`config.mk`:
```
export PLATFORM = sky130hd
export DESIGN_NAME = cd_router
export DESIGN_NICKNAME = d
export VERILOG_FILES = /design/src/cd_route_pkg.sv /design/src/cd_order_queue.sv /design/src/cd_beat_tracker.sv /design/src/cd_steer.sv /design/src/cd_router.sv
export SDC_FILE = /design/constraint.sdc
export NUM_CORES = 1
export LEC_CHECK = 0
export BUFFER_PORTS_ARGS = -buffer_cell sky130_fd_sc_hd__buf_2
export CAP_MARGIN = 20
export CORE_AREA = 2 2 162 164
export DETAILED_ROUTE_END_ITERATION = 12
export DIE_AREA = 0 0 164 166
export GPL_TIMING_DRIVEN = 1
export MAX_ROUTING_LAYER = met4
export PLACE_DENSITY_LB_ADDON = 0.08
export SLEW_MARGIN = 20
export SYNTH_ARGS = -nofsm -noshare
export SYNTH_HDL_FRONTEND = slang
export SYNTH_SLANG_ARGS = --single-unit
```
`constraint.sdc`:
```
create_clock -name clk_i -period 2.87 [get_ports clk_i]
set_input_delay 0.1435 -clock clk_i [delete_from_list [all_inputs] [get_ports clk_i]]
set_output_delay 0.1435 -clock clk_i [all_outputs]
set_load 0.03 [all_outputs]
```
`src/cd_route_pkg.sv`:
```
// Shared sizes and types for the CD ordering and routing block
package cd_route_pkg;

    // Snoop port sizing
    localparam int unsigned NumSnoopPorts = 4;
    localparam int unsigned PortIdxBits   = $clog2(NumSnoopPorts);
    localparam int unsigned CdDataWidth   = 64;

    // Outstanding write-back records
    localparam int unsigned OrderDepth    = 4;
    localparam int unsigned OrderPtrBits  = $clog2(OrderDepth);
    localparam int unsigned OrderCntBits  = $clog2(OrderDepth + 1);

    typedef enum logic {
        MEMORY_UNIT,
        SNOOP_UNIT
    } cd_user_e;

    typedef logic [PortIdxBits-1:0]   port_idx_t;
    typedef logic [NumSnoopPorts-1:0] port_mask_t;
    typedef logic [CdDataWidth-1:0]   cd_data_t;

    // One recorded snoop expecting write-back data
    typedef struct packed {
        cd_user_e   user;
        port_idx_t  first_responder;
        port_mask_t data_available;
    } order_entry_t;

endpackage

```
`src/cd_order_queue.sv`:
```
// CD order queue
// Records write-back issue events in issue order and presents the oldest
// record; an empty queue passes an incoming record straight to the head
module cd_order_queue (
    input  logic                       clk_i,
    input  logic                       rst_ni,
    input  logic                       mu_push_i,
    input  logic                       su_push_i,
    input  cd_route_pkg::port_idx_t    first_responder_i,
    input  cd_route_pkg::port_mask_t   data_available_i,
    input  logic                       retire_i,
    output logic                       stall_o,
    output logic                       head_valid_o,
    output cd_route_pkg::order_entry_t head_entry_o
);

    import cd_route_pkg::*;

    order_entry_t              entry_in;
    order_entry_t              mem_q [OrderDepth];
    logic [OrderPtrBits-1:0]   rd_ptr_q;
    logic [OrderPtrBits-1:0]   wr_ptr_q;
    logic [OrderCntBits-1:0]   count_q;
    logic                      push;
    logic                      empty;
    logic                      do_push;
    logic                      do_pop;

    //////////////////////////////////////////////////////////////////////
    // Entry build
    //////////////////////////////////////////////////////////////////////

    always_comb begin
        entry_in.user            = mu_push_i ? MEMORY_UNIT : SNOOP_UNIT;
        entry_in.first_responder = first_responder_i;
        entry_in.data_available  = data_available_i;
    end

    assign push  = mu_push_i | su_push_i;
    assign empty = (count_q == '0);

    // Record retired in its own push cycle never enters the buffer
    assign do_push = push && !(empty && retire_i);
    assign do_pop  = retire_i && !empty;

    assign stall_o      = (count_q == OrderCntBits'(OrderDepth));
    assign head_valid_o = !empty || push;
    assign head_entry_o = empty ? entry_in : mem_q[rd_ptr_q];

    //////////////////////////////////////////////////////////////////////
    // Storage and pointers
    //////////////////////////////////////////////////////////////////////

    always_ff @(posedge clk_i) begin
        if (do_push) begin
            mem_q[wr_ptr_q] <= entry_in;
        end
    end

    always_ff @(posedge clk_i or negedge rst_ni) begin
        if (!rst_ni) begin
            rd_ptr_q <= '0;
            wr_ptr_q <= '0;
            count_q  <= '0;
        end else begin
            if (do_push) begin
                wr_ptr_q <= wr_ptr_q + 1'b1;
            end
            if (do_pop) begin
                rd_ptr_q <= rd_ptr_q + 1'b1;
            end
            case ({do_push, do_pop})
                2'b10:   count_q <= count_q + 1'b1;
                2'b01:   count_q <= count_q - 1'b1;
                default: count_q <= count_q;
            endcase
        end
    end

endmodule

```
`src/cd_beat_tracker.sv`:
```
// CD beat tracker
// Flags each masked port's accepted last beat, drives the per-port ready
// and retires the head record once every masked port has finished
module cd_beat_tracker (
    input  logic                       clk_i,
    input  logic                       rst_ni,
    input  logic                       head_valid_i,
    input  cd_route_pkg::order_entry_t head_entry_i,
    input  logic                       owner_full_i,
    input  cd_route_pkg::port_mask_t   cd_valid_i,
    input  cd_route_pkg::port_mask_t   cd_last_i,
    output cd_route_pkg::port_mask_t   cd_ready_o,
    output logic                       retire_o
);

    import cd_route_pkg::*;

    port_mask_t last_q;
    port_mask_t last_d;
    port_mask_t accepted;

    // Ready per port
    always_comb begin
        for (int i = 0; i < NumSnoopPorts; i++) begin
            cd_ready_o[i] = head_valid_i
                         && head_entry_i.data_available[i]
                         && !last_q[i]
                         && !(owner_full_i
                              && (head_entry_i.first_responder == port_idx_t'(i)));
        end
    end

    assign accepted = cd_valid_i & cd_ready_o;

    // All masked ports done
    assign retire_o = head_valid_i && (last_q == head_entry_i.data_available);

    always_comb begin
        if (retire_o) begin
            last_d = '0;
        end else begin
            last_d = last_q | (accepted & cd_last_i);
        end
    end

    always_ff @(posedge clk_i or negedge rst_ni) begin
        if (!rst_ni) begin
            last_q <= '0;
        end else begin
            last_q <= last_d;
        end
    end

endmodule

```
`src/cd_steer.sv`:
```
// CD steering
// Forwards the first responder's beats to the unit owning the head record
module cd_steer (
    input  logic                                                   head_valid_i,
    input  cd_route_pkg::order_entry_t                             head_entry_i,
    input  cd_route_pkg::port_mask_t                               cd_valid_i,
    input  cd_route_pkg::port_mask_t                               cd_ready_i,
    input  cd_route_pkg::port_mask_t                               cd_last_i,
    input  cd_route_pkg::cd_data_t [cd_route_pkg::NumSnoopPorts-1:0] cd_data_i,
    input  logic                                                   mu_full_i,
    input  logic                                                   su_full_i,
    output logic                                                   owner_full_o,
    output logic                                                   mu_cd_valid_o,
    output logic                                                   su_cd_valid_o,
    output logic                                                   mu_cd_last_o,
    output logic                                                   su_cd_last_o,
    output cd_route_pkg::cd_data_t                                 mu_cd_data_o,
    output cd_route_pkg::cd_data_t                                 su_cd_data_o
);

    import cd_route_pkg::*;

    port_idx_t first;
    cd_data_t  sel_data;
    logic      sel_last;
    logic      handshake;

    assign first     = head_entry_i.first_responder;
    assign sel_data  = cd_data_i[first];
    assign sel_last  = cd_last_i[first];
    assign handshake = head_valid_i && cd_valid_i[first] && cd_ready_i[first];

    // Both owners see the same beat, only the valid is steered
    assign mu_cd_data_o = sel_data;
    assign su_cd_data_o = sel_data;
    assign mu_cd_last_o = sel_last;
    assign su_cd_last_o = sel_last;

    always_comb begin
        mu_cd_valid_o = 1'b0;
        su_cd_valid_o = 1'b0;
        owner_full_o  = 1'b0;
        if (head_valid_i) begin
            case (head_entry_i.user)
                MEMORY_UNIT: begin
                    mu_cd_valid_o = handshake;
                    owner_full_o  = mu_full_i;
                end
                SNOOP_UNIT: begin
                    su_cd_valid_o = handshake;
                    owner_full_o  = su_full_i;
                end
                default: begin
                    owner_full_o  = 1'b0;
                end
            endcase
        end
    end

endmodule

```
`src/cd_router.sv`:
```
// CD router top level
// Orders write-back records and routes snoop data beats to their owners
module cd_router (
    input  logic                                                   clk_i,
    input  logic                                                   rst_ni,
    // Issue side
    input  logic                                                   mu_push_i,
    input  logic                                                   su_push_i,
    input  cd_route_pkg::port_idx_t                                first_responder_i,
    input  cd_route_pkg::port_mask_t                               data_available_i,
    output logic                                                   stall_o,
    // Snoop side
    input  cd_route_pkg::port_mask_t                               cd_valid_i,
    input  cd_route_pkg::cd_data_t [cd_route_pkg::NumSnoopPorts-1:0] cd_data_i,
    input  cd_route_pkg::port_mask_t                               cd_last_i,
    output cd_route_pkg::port_mask_t                               cd_ready_o,
    // Owner side
    output logic                                                   mu_cd_valid_o,
    output cd_route_pkg::cd_data_t                                 mu_cd_data_o,
    output logic                                                   mu_cd_last_o,
    output logic                                                   su_cd_valid_o,
    output cd_route_pkg::cd_data_t                                 su_cd_data_o,
    output logic                                                   su_cd_last_o,
    input  logic                                                   mu_full_i,
    input  logic                                                   su_full_i
);

    import cd_route_pkg::*;

    logic         head_valid;
    order_entry_t head_entry;
    logic         retire;
    logic         owner_full;

    cd_order_queue i_cd_order_queue (
        .clk_i,
        .rst_ni,
        .mu_push_i,
        .su_push_i,
        .first_responder_i,
        .data_available_i,
        .retire_i          (retire),
        .stall_o,
        .head_valid_o      (head_valid),
        .head_entry_o      (head_entry)
    );

    cd_beat_tracker i_cd_beat_tracker (
        .clk_i,
        .rst_ni,
        .head_valid_i (head_valid),
        .head_entry_i (head_entry),
        .owner_full_i (owner_full),
        .cd_valid_i,
        .cd_last_i,
        .cd_ready_o,
        .retire_o     (retire)
    );

    cd_steer i_cd_steer (
        .head_valid_i  (head_valid),
        .head_entry_i  (head_entry),
        .cd_valid_i,
        .cd_ready_i    (cd_ready_o),
        .cd_last_i,
        .cd_data_i,
        .mu_full_i,
        .su_full_i,
        .owner_full_o  (owner_full),
        .mu_cd_valid_o,
        .su_cd_valid_o,
        .mu_cd_last_o,
        .su_cd_last_o,
        .mu_cd_data_o,
        .su_cd_data_o
    );

endmodule

```
* Yosys cells after proc, flatten, opt, wreduce, memory -nomap -nowiden
Memory sizes are Yosys's and may differ from the RTL's.
Cells that the tools add are included.
** Operators by class
- $add $sub $neg :: 4
- Magnitude comparators :: 1
- Equal/unequal tests :: 7
- Mux-type cells :: 20
- Bitwise operators :: 5
- Reductions and logical operators :: 36
** Operators by type and width (number)
- $bmux W64 S2 :: 1
- $mux W64 :: 1
- $logic_and A1 B1 Y1 :: 22
- $mux W1 :: 11
- $logic_not A1 Y1 :: 10
- $and A4 B4 Y4 :: 2
- $mux W7 :: 1
- $bmux W1 S2 :: 3
- $eq A2 B2 Y1 const B :: 3
- $pmux W3 S2 :: 1
- $add A2 B1 Y2 const B :: 2
- $eq A2 B1 Y1 const B :: 2
- $eq A4 B4 Y1 :: 1
- $mux W4 :: 1
- $or A4 B4 Y4 :: 1
- $add A3 B1 Y3 const B :: 1
- $eq A3 B3 Y1 const B :: 1
- $logic_not A3 Y1 :: 1
- $lt A2 B3 Y1 const B :: 1
- $sub A3 B1 Y3 const B :: 1
- $logic_not A2 Y1 :: 1
- $pmux W1 S2 :: 1
- $reduce_bool A2 Y1 :: 1
- $logic_or A1 B1 Y1 :: 1
- 2 further kinds :: 2
** Storage, ports and cells
- Bits in registers :: 11
- RAM bits :: 28
- Input port bits :: 276
- Output and inout bits :: 137
- Word-level logic and storage cells :: 78
- Memories kept :: 1
** Memory list
- i_cd_order_queue.mem_q :: words 4, bits a word 7, read ports 1, clocked after memory_dff 0, write ports 1, RTL line cd_order_queue.sv:20 : order_entry_t mem_q [OrderDepth];

* Depth between registers and ports, before layout
Gate-level depths: netlist of the first run.
- Word-level depth :: 13
- Gate-level depth with buffers :: 13
- Gate-level depth less buffers :: 12

* By module
A second synthesis of the first run with hierarchy kept.
** Second synthesis, totals
- Cell total of the unflattened synthesis :: 290
- Area total of the unflattened synthesis :: 3972.6 µm²
** Modules (own cells, without submodules)
- cd_steer :: times used 1, cells an instance 154, area each 2109.5 µm², sequential area each 0.0 µm²
- cd_order_queue :: times used 1, cells an instance 99, area each 1540.2 µm², sequential area each 1016.0 µm²
- cd_beat_tracker :: times used 1, cells an instance 37, area each 322.8 µm², sequential area each 100.1 µm²

* Worst setup path after synthesis of the first run
OpenSTA, ideal clock, no wires.
- Kind :: reg2out
- Start :: reg i_cd_order_queue.rd_ptr_q[0]
- End :: out su_cd_valid_o
- Arrival time :: 2.825 ns
- Data required time :: 2.727 ns
- Path slack :: -0.099 ns
- Stages on the path, launching flop included :: 8
- Path buffers :: 1
- Cell sequence :: dfrtp_1 -> buf_6 -> mux4_2 -> a21oi_2 -> mux2_4 -> o21ai_0 -> a22oi_1 -> nor4_1
** Between the ends
- Cells in the longest elaborated chain, start to end :: 13
- Elaborated cells on any way between the ends :: 37
- Classes of those cells :: eq/ne (3); mux (9); bitwise (1); reduce/logical (23); memory (1)
** Ends and longest elaborated chain
- start, declared :: RTL line cd_order_queue.sv:21 : logic [OrderPtrBits-1:0] rd_ptr_q;
- start signal, assigned :: RTL line cd_order_queue.sv:70 : rd_ptr_q <= rd_ptr_q + 1'b1;
- $mem_v2 Z4 W7 (*)
- $mux W7 (*) :: RTL line cd_order_queue.sv:48 : assign head_entry_o = empty ? entry_in : mem_q[rd_ptr_q];
- $not A1 Y1 :: RTL line cd_steer.sv:44 : case (head_entry_i.user)
- $pmux W1 S2 :: RTL line cd_steer.sv:44
- $mux W1 :: RTL line cd_steer.sv:43 : if (head_valid_i) begin
- $logic_and A1 B1 Y1 :: RTL line cd_beat_tracker.sv:29 : && (head_entry_i.first_responder == port_idx_t'(i)));
- $logic_not A1 Y1 :: RTL line cd_beat_tracker.sv:28 : && !(owner_full_i
- $logic_and A1 B1 Y1 :: RTL line cd_beat_tracker.sv:28
- $bmux W1 S2 :: RTL line cd_steer.sv:31 : assign handshake = head_valid_i && cd_valid_i[first] && cd_ready_i[first];
- $mux W1 (implied by the code) :: RTL line cd_steer.sv:31
- $logic_and A1 B1 Y1 :: RTL line cd_steer.sv:31
- $mux W1 (*) :: RTL line cd_steer.sv:44
- $mux W1 (*) :: RTL line cd_steer.sv:43
- end, declared :: RTL line cd_router.sv:21 : output logic su_cd_valid_o,
Every way passes the cells marked *; elsewhere a longest branch is shown, timed or not. The select of a mux whose other input is x is not followed.

* Worst setup path in the final report of the first run
- Start :: reg i_cd_order_queue.rd_ptr_q[0]
- End :: reg i_cd_order_queue.count_q[2]
** Between the ends
- Elaborated cells on any way between the ends :: 12
- Classes of those cells :: eq/ne (3); mux (2); reduce/logical (6); memory (1)
** RTL lines
- $mem_v2 Z4 W7 (*)
- $mux W7 (*) :: RTL line cd_order_queue.sv:48
- $eq A4 B4 Y1 (*) :: RTL line cd_beat_tracker.sv:36 : assign retire_o = head_valid_i && (last_q == head_entry_i.data_available);
- $logic_and A1 B1 Y1 (*) :: RTL line cd_beat_tracker.sv:36
- $logic_and A1 B1 Y1 (*) :: RTL line cd_order_queue.sv:44 : assign do_pop = retire_i && !empty;
- net i_cd_order_queue.do_pop :: RTL line cd_order_queue.sv:27 : logic do_pop;
- $eq A2 B1 Y1 or $eq A2 B2 Y1 (tied branches) :: RTL line cd_order_queue.sv:72 : case ({do_push, do_pop})
- $pmux W3 S2 or $reduce_bool A2 Y1 (tied branches)
- end signal, assigned :: RTL line cd_order_queue.sv:73 : 2'b10: count_q <= count_q + 1'b1;
- end signal, assigned :: RTL line cd_order_queue.sv:74 : 2'b01: count_q <= count_q - 1'b1;
- end signal, assigned :: RTL line cd_order_queue.sv:75 : default: count_q <= count_q;
- end, declared :: RTL line cd_order_queue.sv:23 : logic [OrderCntBits-1:0] count_q;
Mark *: on every way through the listed nets, which the timed path passes. The rest lies on a longest branch.
A chain may end at the register's enable or synchronous reset.

==> results by group, run 1 <==
Status
  • Run status: finished, final reports clean

STA
  • Final setup TNS: 0 ns
  • Final setup viols: 0
  • Max transition margin: 0.615
  • Hold WS: 0.144 ns
  • RSZ-0062 raised after global routing: yes
  • Final Hold Fails: 0
  • Final Max Slew Viols: 0
  • Final Critical Period: around 2.8 ns
  • Final clock period utilization by the worst path: 0.989
  • Slew of the pin with the lowest slew margin: 0.573 ns
  • Fmax: approximately 350 MHz
  • Clock Skew: 0.00522 ns

Worst setup path
  • Worst path bufs/invs: 2
  • Max FO, Critical Path: 4
  • CP Cell Sequence: buf_4 > mux4_2 > xnor2_2 > nand2_1 > a22oi_2 > and2_4 > ha_1 > inv_1 > fa_1 > xor2_1 > nor2_1 > xor2_1
  • Worst path max stage delay: 0.55 ns
  • Req. time, crit path: just over 3 ns
  • Critical path type: flop to flop
  • CP arrival: roughly 3.0 ns
  • CP dominant cell by count: xor2_1
  • Critical path's top delay family: multiplexers
  • Startpoint types: flop
  • Setup crit end kind: flop
  • Crit-path slowest cell: mux4_2

Logic synthesis
  • #FFs+latches synth: 39
  • Gate Count Post-Synth: 581
  • Complex-gate fraction of the synthesized area: 0.243
  • Post-synth EDFFs: 28
  • Register area share after synthesis: 0.244
  • Synth Area in Adders: 0.0181
  • Top post-synthesis cells by area: edfxtp_1, nand2_1, buf_4
  • Synth warn: 0
  • Avg Cell Area, Syn: slightly below 8 µm²
  • Post-synth ARST share: 0.282
  • Most used flip-flop cell after synthesis: edfxtp_1
  • Syn_nets: roughly 860
  • Main combinational cell family by area after synthesis: compound AO/OA/AOI/OAI gates
  • Mapped Area: roughly 4600 µm²
  • Library cells used by synthesis: 49
  • Synth Area in XOR/XNOR: 0.0192
  • Cell taking the most area after synthesis: edfxtp_1
  • Multiplexer share of the synthesized area: 0.0555
  • Top cell type's share of synthesized area: 0.184
  • Simple logic cell fraction of the synthesized area: 0.242

Route
  • Routed vias: ~5,500
  • Vias per cell: between 4 and 5
  • DRT iter0 DRCs: roughly 220
  • Pre-antenna DRT Iters: 4
  • WL per Instance: between 15 and 20 µm
  • DRC errors left: 0
  • Final ANT Viol Nets: 0
  • Final WL: around 25 mm

Placed design
  • RD Place Congestion: 0.884
  • Cell total after placement: ~1,300
  • Detailed placer's ending HPWL: ~20 mm
  • Port Buf Inserts: around 410

Layout
  • Area growth, synth to finish: 60.5%
  • Utilization after layout: 0.287
  • Fillers: roughly 2,900
  • Final net count: ~1,200
  • Final cell count without fillers: 1,274
  • Share of layout cells above drive strength 1: 0.555

GRT
  • Largest net degree at the start of global routing: 35
  • First-pass GRT wire length: roughly 34 mm
  • Initial antenna violation count: 1
  • Grt ovf: 0
  • Vias in the first global route: about 5,400
  • Overall global routing resource usage: 0.170

CTS
  • CTS tree: yes
  • Worst-path clk slew: 0.06 ns
  • CTS Buf Count: 5
  • Clock buffer depth: 2
  • Latest clock arrival within the worst-skew pair: roughly 0.28 ns
  • CTS H-tree lvls: 2
  • Root Driver: clkbuf_16
  • CTS Sinks: 39

Run
  • Max Cap Viol: 0

Hold path
  • Worst min path class: input pin to flop

Floorplan
  • Die W: approximately 160 µm
  • Starting Density: 0.179
  • Die Height: roughly 170 µm
  • FP Rows: 59
  • I/O pin total: 413
  • Die ar.: 27,200 µm²
  • Core ar.: about 26,000 µm²
cell type report:
class | instances | area [µm²] | share of cell area
Antenna cell | 1 | 2.50 | 0.000341
Clock buffer | 5 | 125 | 0.0170
Clock inverter | 3 | 43.8 | 0.00597
Inverter | 9 | 33.8 | 0.00460
Multi-Input combinational cell | 420 | 2840 | 0.386
Sequential cell | 39 | 1120 | 0.152
Tap cell | 335 | 419 | 0.0571
Timing Repair Buffer | 462 | 2760 | 0.376
synthesized netlist by cell type (all sizes together) (6+ instances only):
| cell | n |
|---|---|
| edfxtp | 28 |
| mux4 | 7 |
| a211oi | 65 |
| buf | 101 |
| a21oi | 7 |
| xnor2 | 6 |
| nand2 | 140 |
| a31oi | 70 |
| and2 | 70 |
| inv | 9 |
| nand3 | 8 |
| clkbuf | 12 |
| dfrtp | 11 |
worst register-to-register path, stage by stage (launching register included):
cell and delay [ns]:
dfrtp_2 0.41, buf_4 0.14, mux4_2 0.55, xnor2_2 0.15, nand2_1 0.08, a22oi_2 0.26
and2_4 0.19, ha_1 0.17, inv_1 0.06, fa_1 0.37, xor2_1 0.15, nor2_1 0.11
xor2_1 0.14
final timing paths:
| kind | from | to | slack, ns | cells after the start |
|---|---|---|---|---|
| worst min-delay path | data_available_i[1] | i_cd_order_queue.mem_q[3][1] | 0.14 | 1 |
| min in group asynchronous | rst_ni | i_cd_beat_tracker.last_q[3] | 0.27 | 2 |
| max in group asynchronous | rst_ni | i_cd_order_queue.rd_ptr_q[0] | 2.35 | 2 |
| worst max register to register | i_cd_order_queue.rd_ptr_q[0] | i_cd_order_queue.count_q[2] | 0.03 | 12 |
| worst min register to register | i_cd_order_queue.wr_ptr_q[1] | i_cd_order_queue.wr_ptr_q[1] | 0.56 | 1 |
| worst max-delay path | i_cd_order_queue.rd_ptr_q[0] | i_cd_order_queue.count_q[2] | 0.03 | 12 |
through the flow:
stage	cell area (µm²)	setup slack, ns
floorplan	4580	0.165
global placement	6710	0.0179
detailed placement	6710	-0.0534
CTS	7060	0.000569
global route	7340	-0.0655
finish	7340	0.0325
cell usage in the layout, fill, tap and decap left out, types with 6 or more instances in the layout:
cell type / n
buf_12: 12
a211oi_2: 7
a211oi_1: 58
and2_1: 69
a31oi_2: 14
edfxtp_1: 28
buf_2: 378
buf_4: 57
a21oi_1: 6
inv_1: 9
a31oi_1: 54
mux4_2: 7
clkbuf_16: 6
nand3_1: 8
nand2_1: 139
buf_6: 8
dfrtp_1: 10
kinds of logic after synthesis:
family	count (synthesis)
and+or+nand+nor	233
muxes	13
xor gates and xnor gates	10
buffers and inverters	122
DFF	39
adders and majority gates	6
AOI/OAI and AO/OA	158
flip-flops by register name, indices dropped and copies added (netlist names):
name and flops:
i_cd_order_queue.count_q 3, i_cd_beat_tracker.last_q 4, i_cd_order_queue.rd_ptr_q 2, i_cd_order_queue.mem_q 28, i_cd_order_queue.wr_ptr_q 2
routing by layer:
layer | vias to the layer above | GRT usage | wire length (µm)
met2 | 227 | 0.275 | 11400
met1 | 2521 | 0.212 | 10600
li1 | 2736 | - | -
met3 | 11 | 0.0604 | 2370
met4 | 0 | 0.0145 | 163
met5 | - | - | 0
timing repair:
action | in CTS | in global routing
hold buffers | 1 | 0
setup endpoints to repair | 121 | 97
pin swaps | 2 | 4
gates resized for setup | 24 | 72
endpoints found under the hold margin | 11 | 0
gates cloned | 1 | 1
buffers inserted | 4 | 5
Power of run 1 is left out: the tool's default activity adds up to more than one toggle a clock period on the data nets, which glitch-free logic cannot reach.
==> run 2: changes to the inputs <==
- CORE_AREA: 2 2 162 164 -> 4 4 159 161
- DIE_AREA: 0 0 164 166 -> 0 0 163 165
- RECOVER_POWER: not set -> 100
==> run 2 against run 1 <==
Compared with the run above:
- non-clock buffer count up 46
- final cell count rose by 2.8%
- sequential cell count unchanged
- worst setup slack got worse by 0.012 ns
- critical path depth shrank 1
==> results by group, run 2 (synthesis gave the netlist of run 1 again) <==
Status
  • Run status: finished, final reports clean

Worst setup path
  • CP arrival: 2.71 ns (-0.33 ns)
  • Stages on worst setup path: 11 (-1)
  • Worst Reg-to-Reg Cells: 12 (unchanged)
  • Crit-path slowest cell: dfrtp_2
  • Worst path max stage delay: 0.42 ns (-0.13 ns)
  • Req. time, crit path: 2.73 ns (-0.34 ns)
  • Critical path type: flop to output port
  • Startpoint types: flop
  • Setup crit end kind: output port
  • Critical path's top delay family: buffers and inverters
  • Max FO, Critical Path: 5 (+1)
  • Worst path bufs/invs: 6 (+4)
  • CP Cell Sequence: or3_4 > buf_8 > mux2i_4 > buf_12 > buf_8 > buf_16 > buf_4 > and2_4 > a211oi_2 > a31oi_2 > buf_6
  • CP dominant cell by count: buf_8

GRT
  • Grt ovf: 0 (unchanged)
  • First-pass GRT wire length: 34.4 mm (+1.4%)
  • Vias in the first global route: 5,565 (+3.8%)
  • Initial antenna violation count: 0 (-1)
  • Overall global routing resource usage: 0.173 (+0.00272)
  • Largest net degree at the start of global routing: 47 (+34%)

Route
  • WL per Instance: 20.8 µm (+7.8%)
  • Routed vias: 5,819 (+5.9%)
  • Vias per cell: 4.44 (+3.0%)
  • DRT iter0 DRCs: 203 (-5.6%)
  • DRC errors left: 0 (unchanged)
  • Final ANT Viol Nets: 0 (unchanged)
  • Final WL: 27.2 mm (+11%)
  • Pre-antenna DRT Iters: 4 (unchanged)

STA
  • Final Hold Fails: 0 (unchanged)
  • Final setup TNS: 0 ns (unchanged)
  • RSZ-0062 raised after global routing: yes
  • Final Critical Period: 2.85 ns (+0.0119 ns)
  • Max transition margin: 0.506 (-0.108)
  • Final Max Slew Viols: 0 (unchanged)
  • Fmax: 351 MHz (-0.42%)
  • Final clock period utilization by the worst path: 0.993 (+0.00415)
  • Slew of the pin with the lowest slew margin: 0.740 ns (+0.168 ns)
  • Hold WS: 0.148 ns (+0.00385 ns)
  • Clock Skew: 0.00218 ns (-0.00305 ns)
  • Final setup viols: 0 (unchanged)

Layout
  • Fillers: 2,596 (-9.0%)
  • Design area: 8810 µm² (+20%)
  • Most common cell after layout, fill and taps aside: buf_2
  • Largest Register: i_cd_order_queue.mem_q
  • Largest regs: i_cd_order_queue.mem_q (28), i_cd_beat_tracker.last_q (4), i_cd_order_queue.count_q (3)
  • Share of layout cells above drive strength 1: 0.681 (+0.125)
  • Final net count: 1,265 (+3.8%)
  • Largest register FFs: 28 (unchanged)
  • Area growth, synth to finish: 92.7%
  • Most frequent cells in the layout: buf_2, nand2_1, buf_4

Placed design
  • Port Buf Inserts: 412 (unchanged)
  • Detailed placer's ending HPWL: 21.3 mm (+3.7%)
  • Placed Area: 6760 µm² (+0.84%)
  • RD Place Congestion: 0.830 (-6.1%)

CTS
  • CTS Sinks: 39 (unchanged)
  • Clock buffer depth: 2 (unchanged)
  • CTS Buf Count: 5 (unchanged)
  • Latest clock arrival within the worst-skew pair: 0.28 ns (about the same)
  • CTS H-tree lvls: 2 (unchanged)
  • Worst-path clk slew: 0.06 ns (about the same)
  • CTS tree: yes
  • Root Driver: clkbuf_16

Run
  • Max Cap Viol: 0 (unchanged)

Floorplan
  • I/O pin total: 413 (unchanged)
  • FP Rows: 57 (-3.4%)
  • Starting Density: 0.191 (+0.0123)
  • Die ar.: 26,900 µm² (-1.2%)
  • Core ar.: 24,000 µm² (-6.5%)
  • Die W: 163 µm (-0.61%)
  • Die Height: 165 µm (-0.60%)

Hold path
  • Worst min path class: input pin to flop
  • Hold path depth: 3 (+2)
==> run 2: cell types whose count changed in the layout (fill, tap and decap cells not counted), sizes merged <==
cell,previous run,this run
clkinvlp,0,2
clkinv,2,0
clkbuf,9,23
buf,457,489
bufinv,1,0
diode,1,2
inv,9,10
==> run 2: tightest hold or removal path, delay by kind of cell <==
| family | cells | cell delay (ns) |
|---|---|---|
| AOI/OAI and AO/OA | 1 | 0.08 |
| and+or+nand+nor | 1 | 0.09 |
| buffers and inverters | 1 | 0.09 |
==> run 2: final cells by class <==
cell class	instances	area [µm²]	area share
repair buffers	508	3720	0.422
multi-input cells	420	3380	0.383
flip-flops and latches	39	1120	0.127
well taps	324	405	0.0460
clock buffers	5	125	0.0142
inverters	9	33.8	0.00383
clock inverters	3	23.8	0.00270
diodes	2	5.00	0.000568
==> run 2: metrics by stage <==
step                instances   util  setup WS (ns)
finish                   1310  0.368         0.0206
global route             1308  0.368        -0.0991
CTS                      1275  0.306        -0.0359
detailed placement       1248  0.282         -0.106
global placement         1248  0.282        -0.0911
floorplan                 581      -          0.165
==> run 2: final timing paths <==
check	start	endpoint	slack [ns]
worst max-delay path	i_cd_order_queue.count_q[2]	su_cd_data_o[56]	0.02
min in group asynchronous	rst_ni	i_cd_order_queue.count_q[0]	0.43
worst max register to register	i_cd_order_queue.rd_ptr_q[0]	i_cd_order_queue.count_q[2]	0.08
worst min-delay path	cd_valid_i[1]	i_cd_beat_tracker.last_q[1]	0.15
worst min register to register	i_cd_order_queue.wr_ptr_q[1]	i_cd_order_queue.wr_ptr_q[1]	0.56
max in group asynchronous	rst_ni	i_cd_order_queue.rd_ptr_q[1]	1.93
==> run 2: layer usage <==
layer	vias to the layer above	share of wire	track usage
met2	247	0.48	0.279
met3	18	0.11	0.0749
li1	2821	-	-
met1	2733	0.40	0.208
met5	-	0	-
met4	0	0.0067	0.0202
==> run 2: repair_timing <==
item / in CTS / in global routing
hold endpoints to repair: 11 / 0
setup endpoints to repair: 130 / 123
hold buffers: 1 / 0
pin swaps: 4 / 43
gates cloned: 2 / 10
buffers inserted: 16 / 24
resized for setup: 63 / 355
Power of run 2 is left out for the same reason.
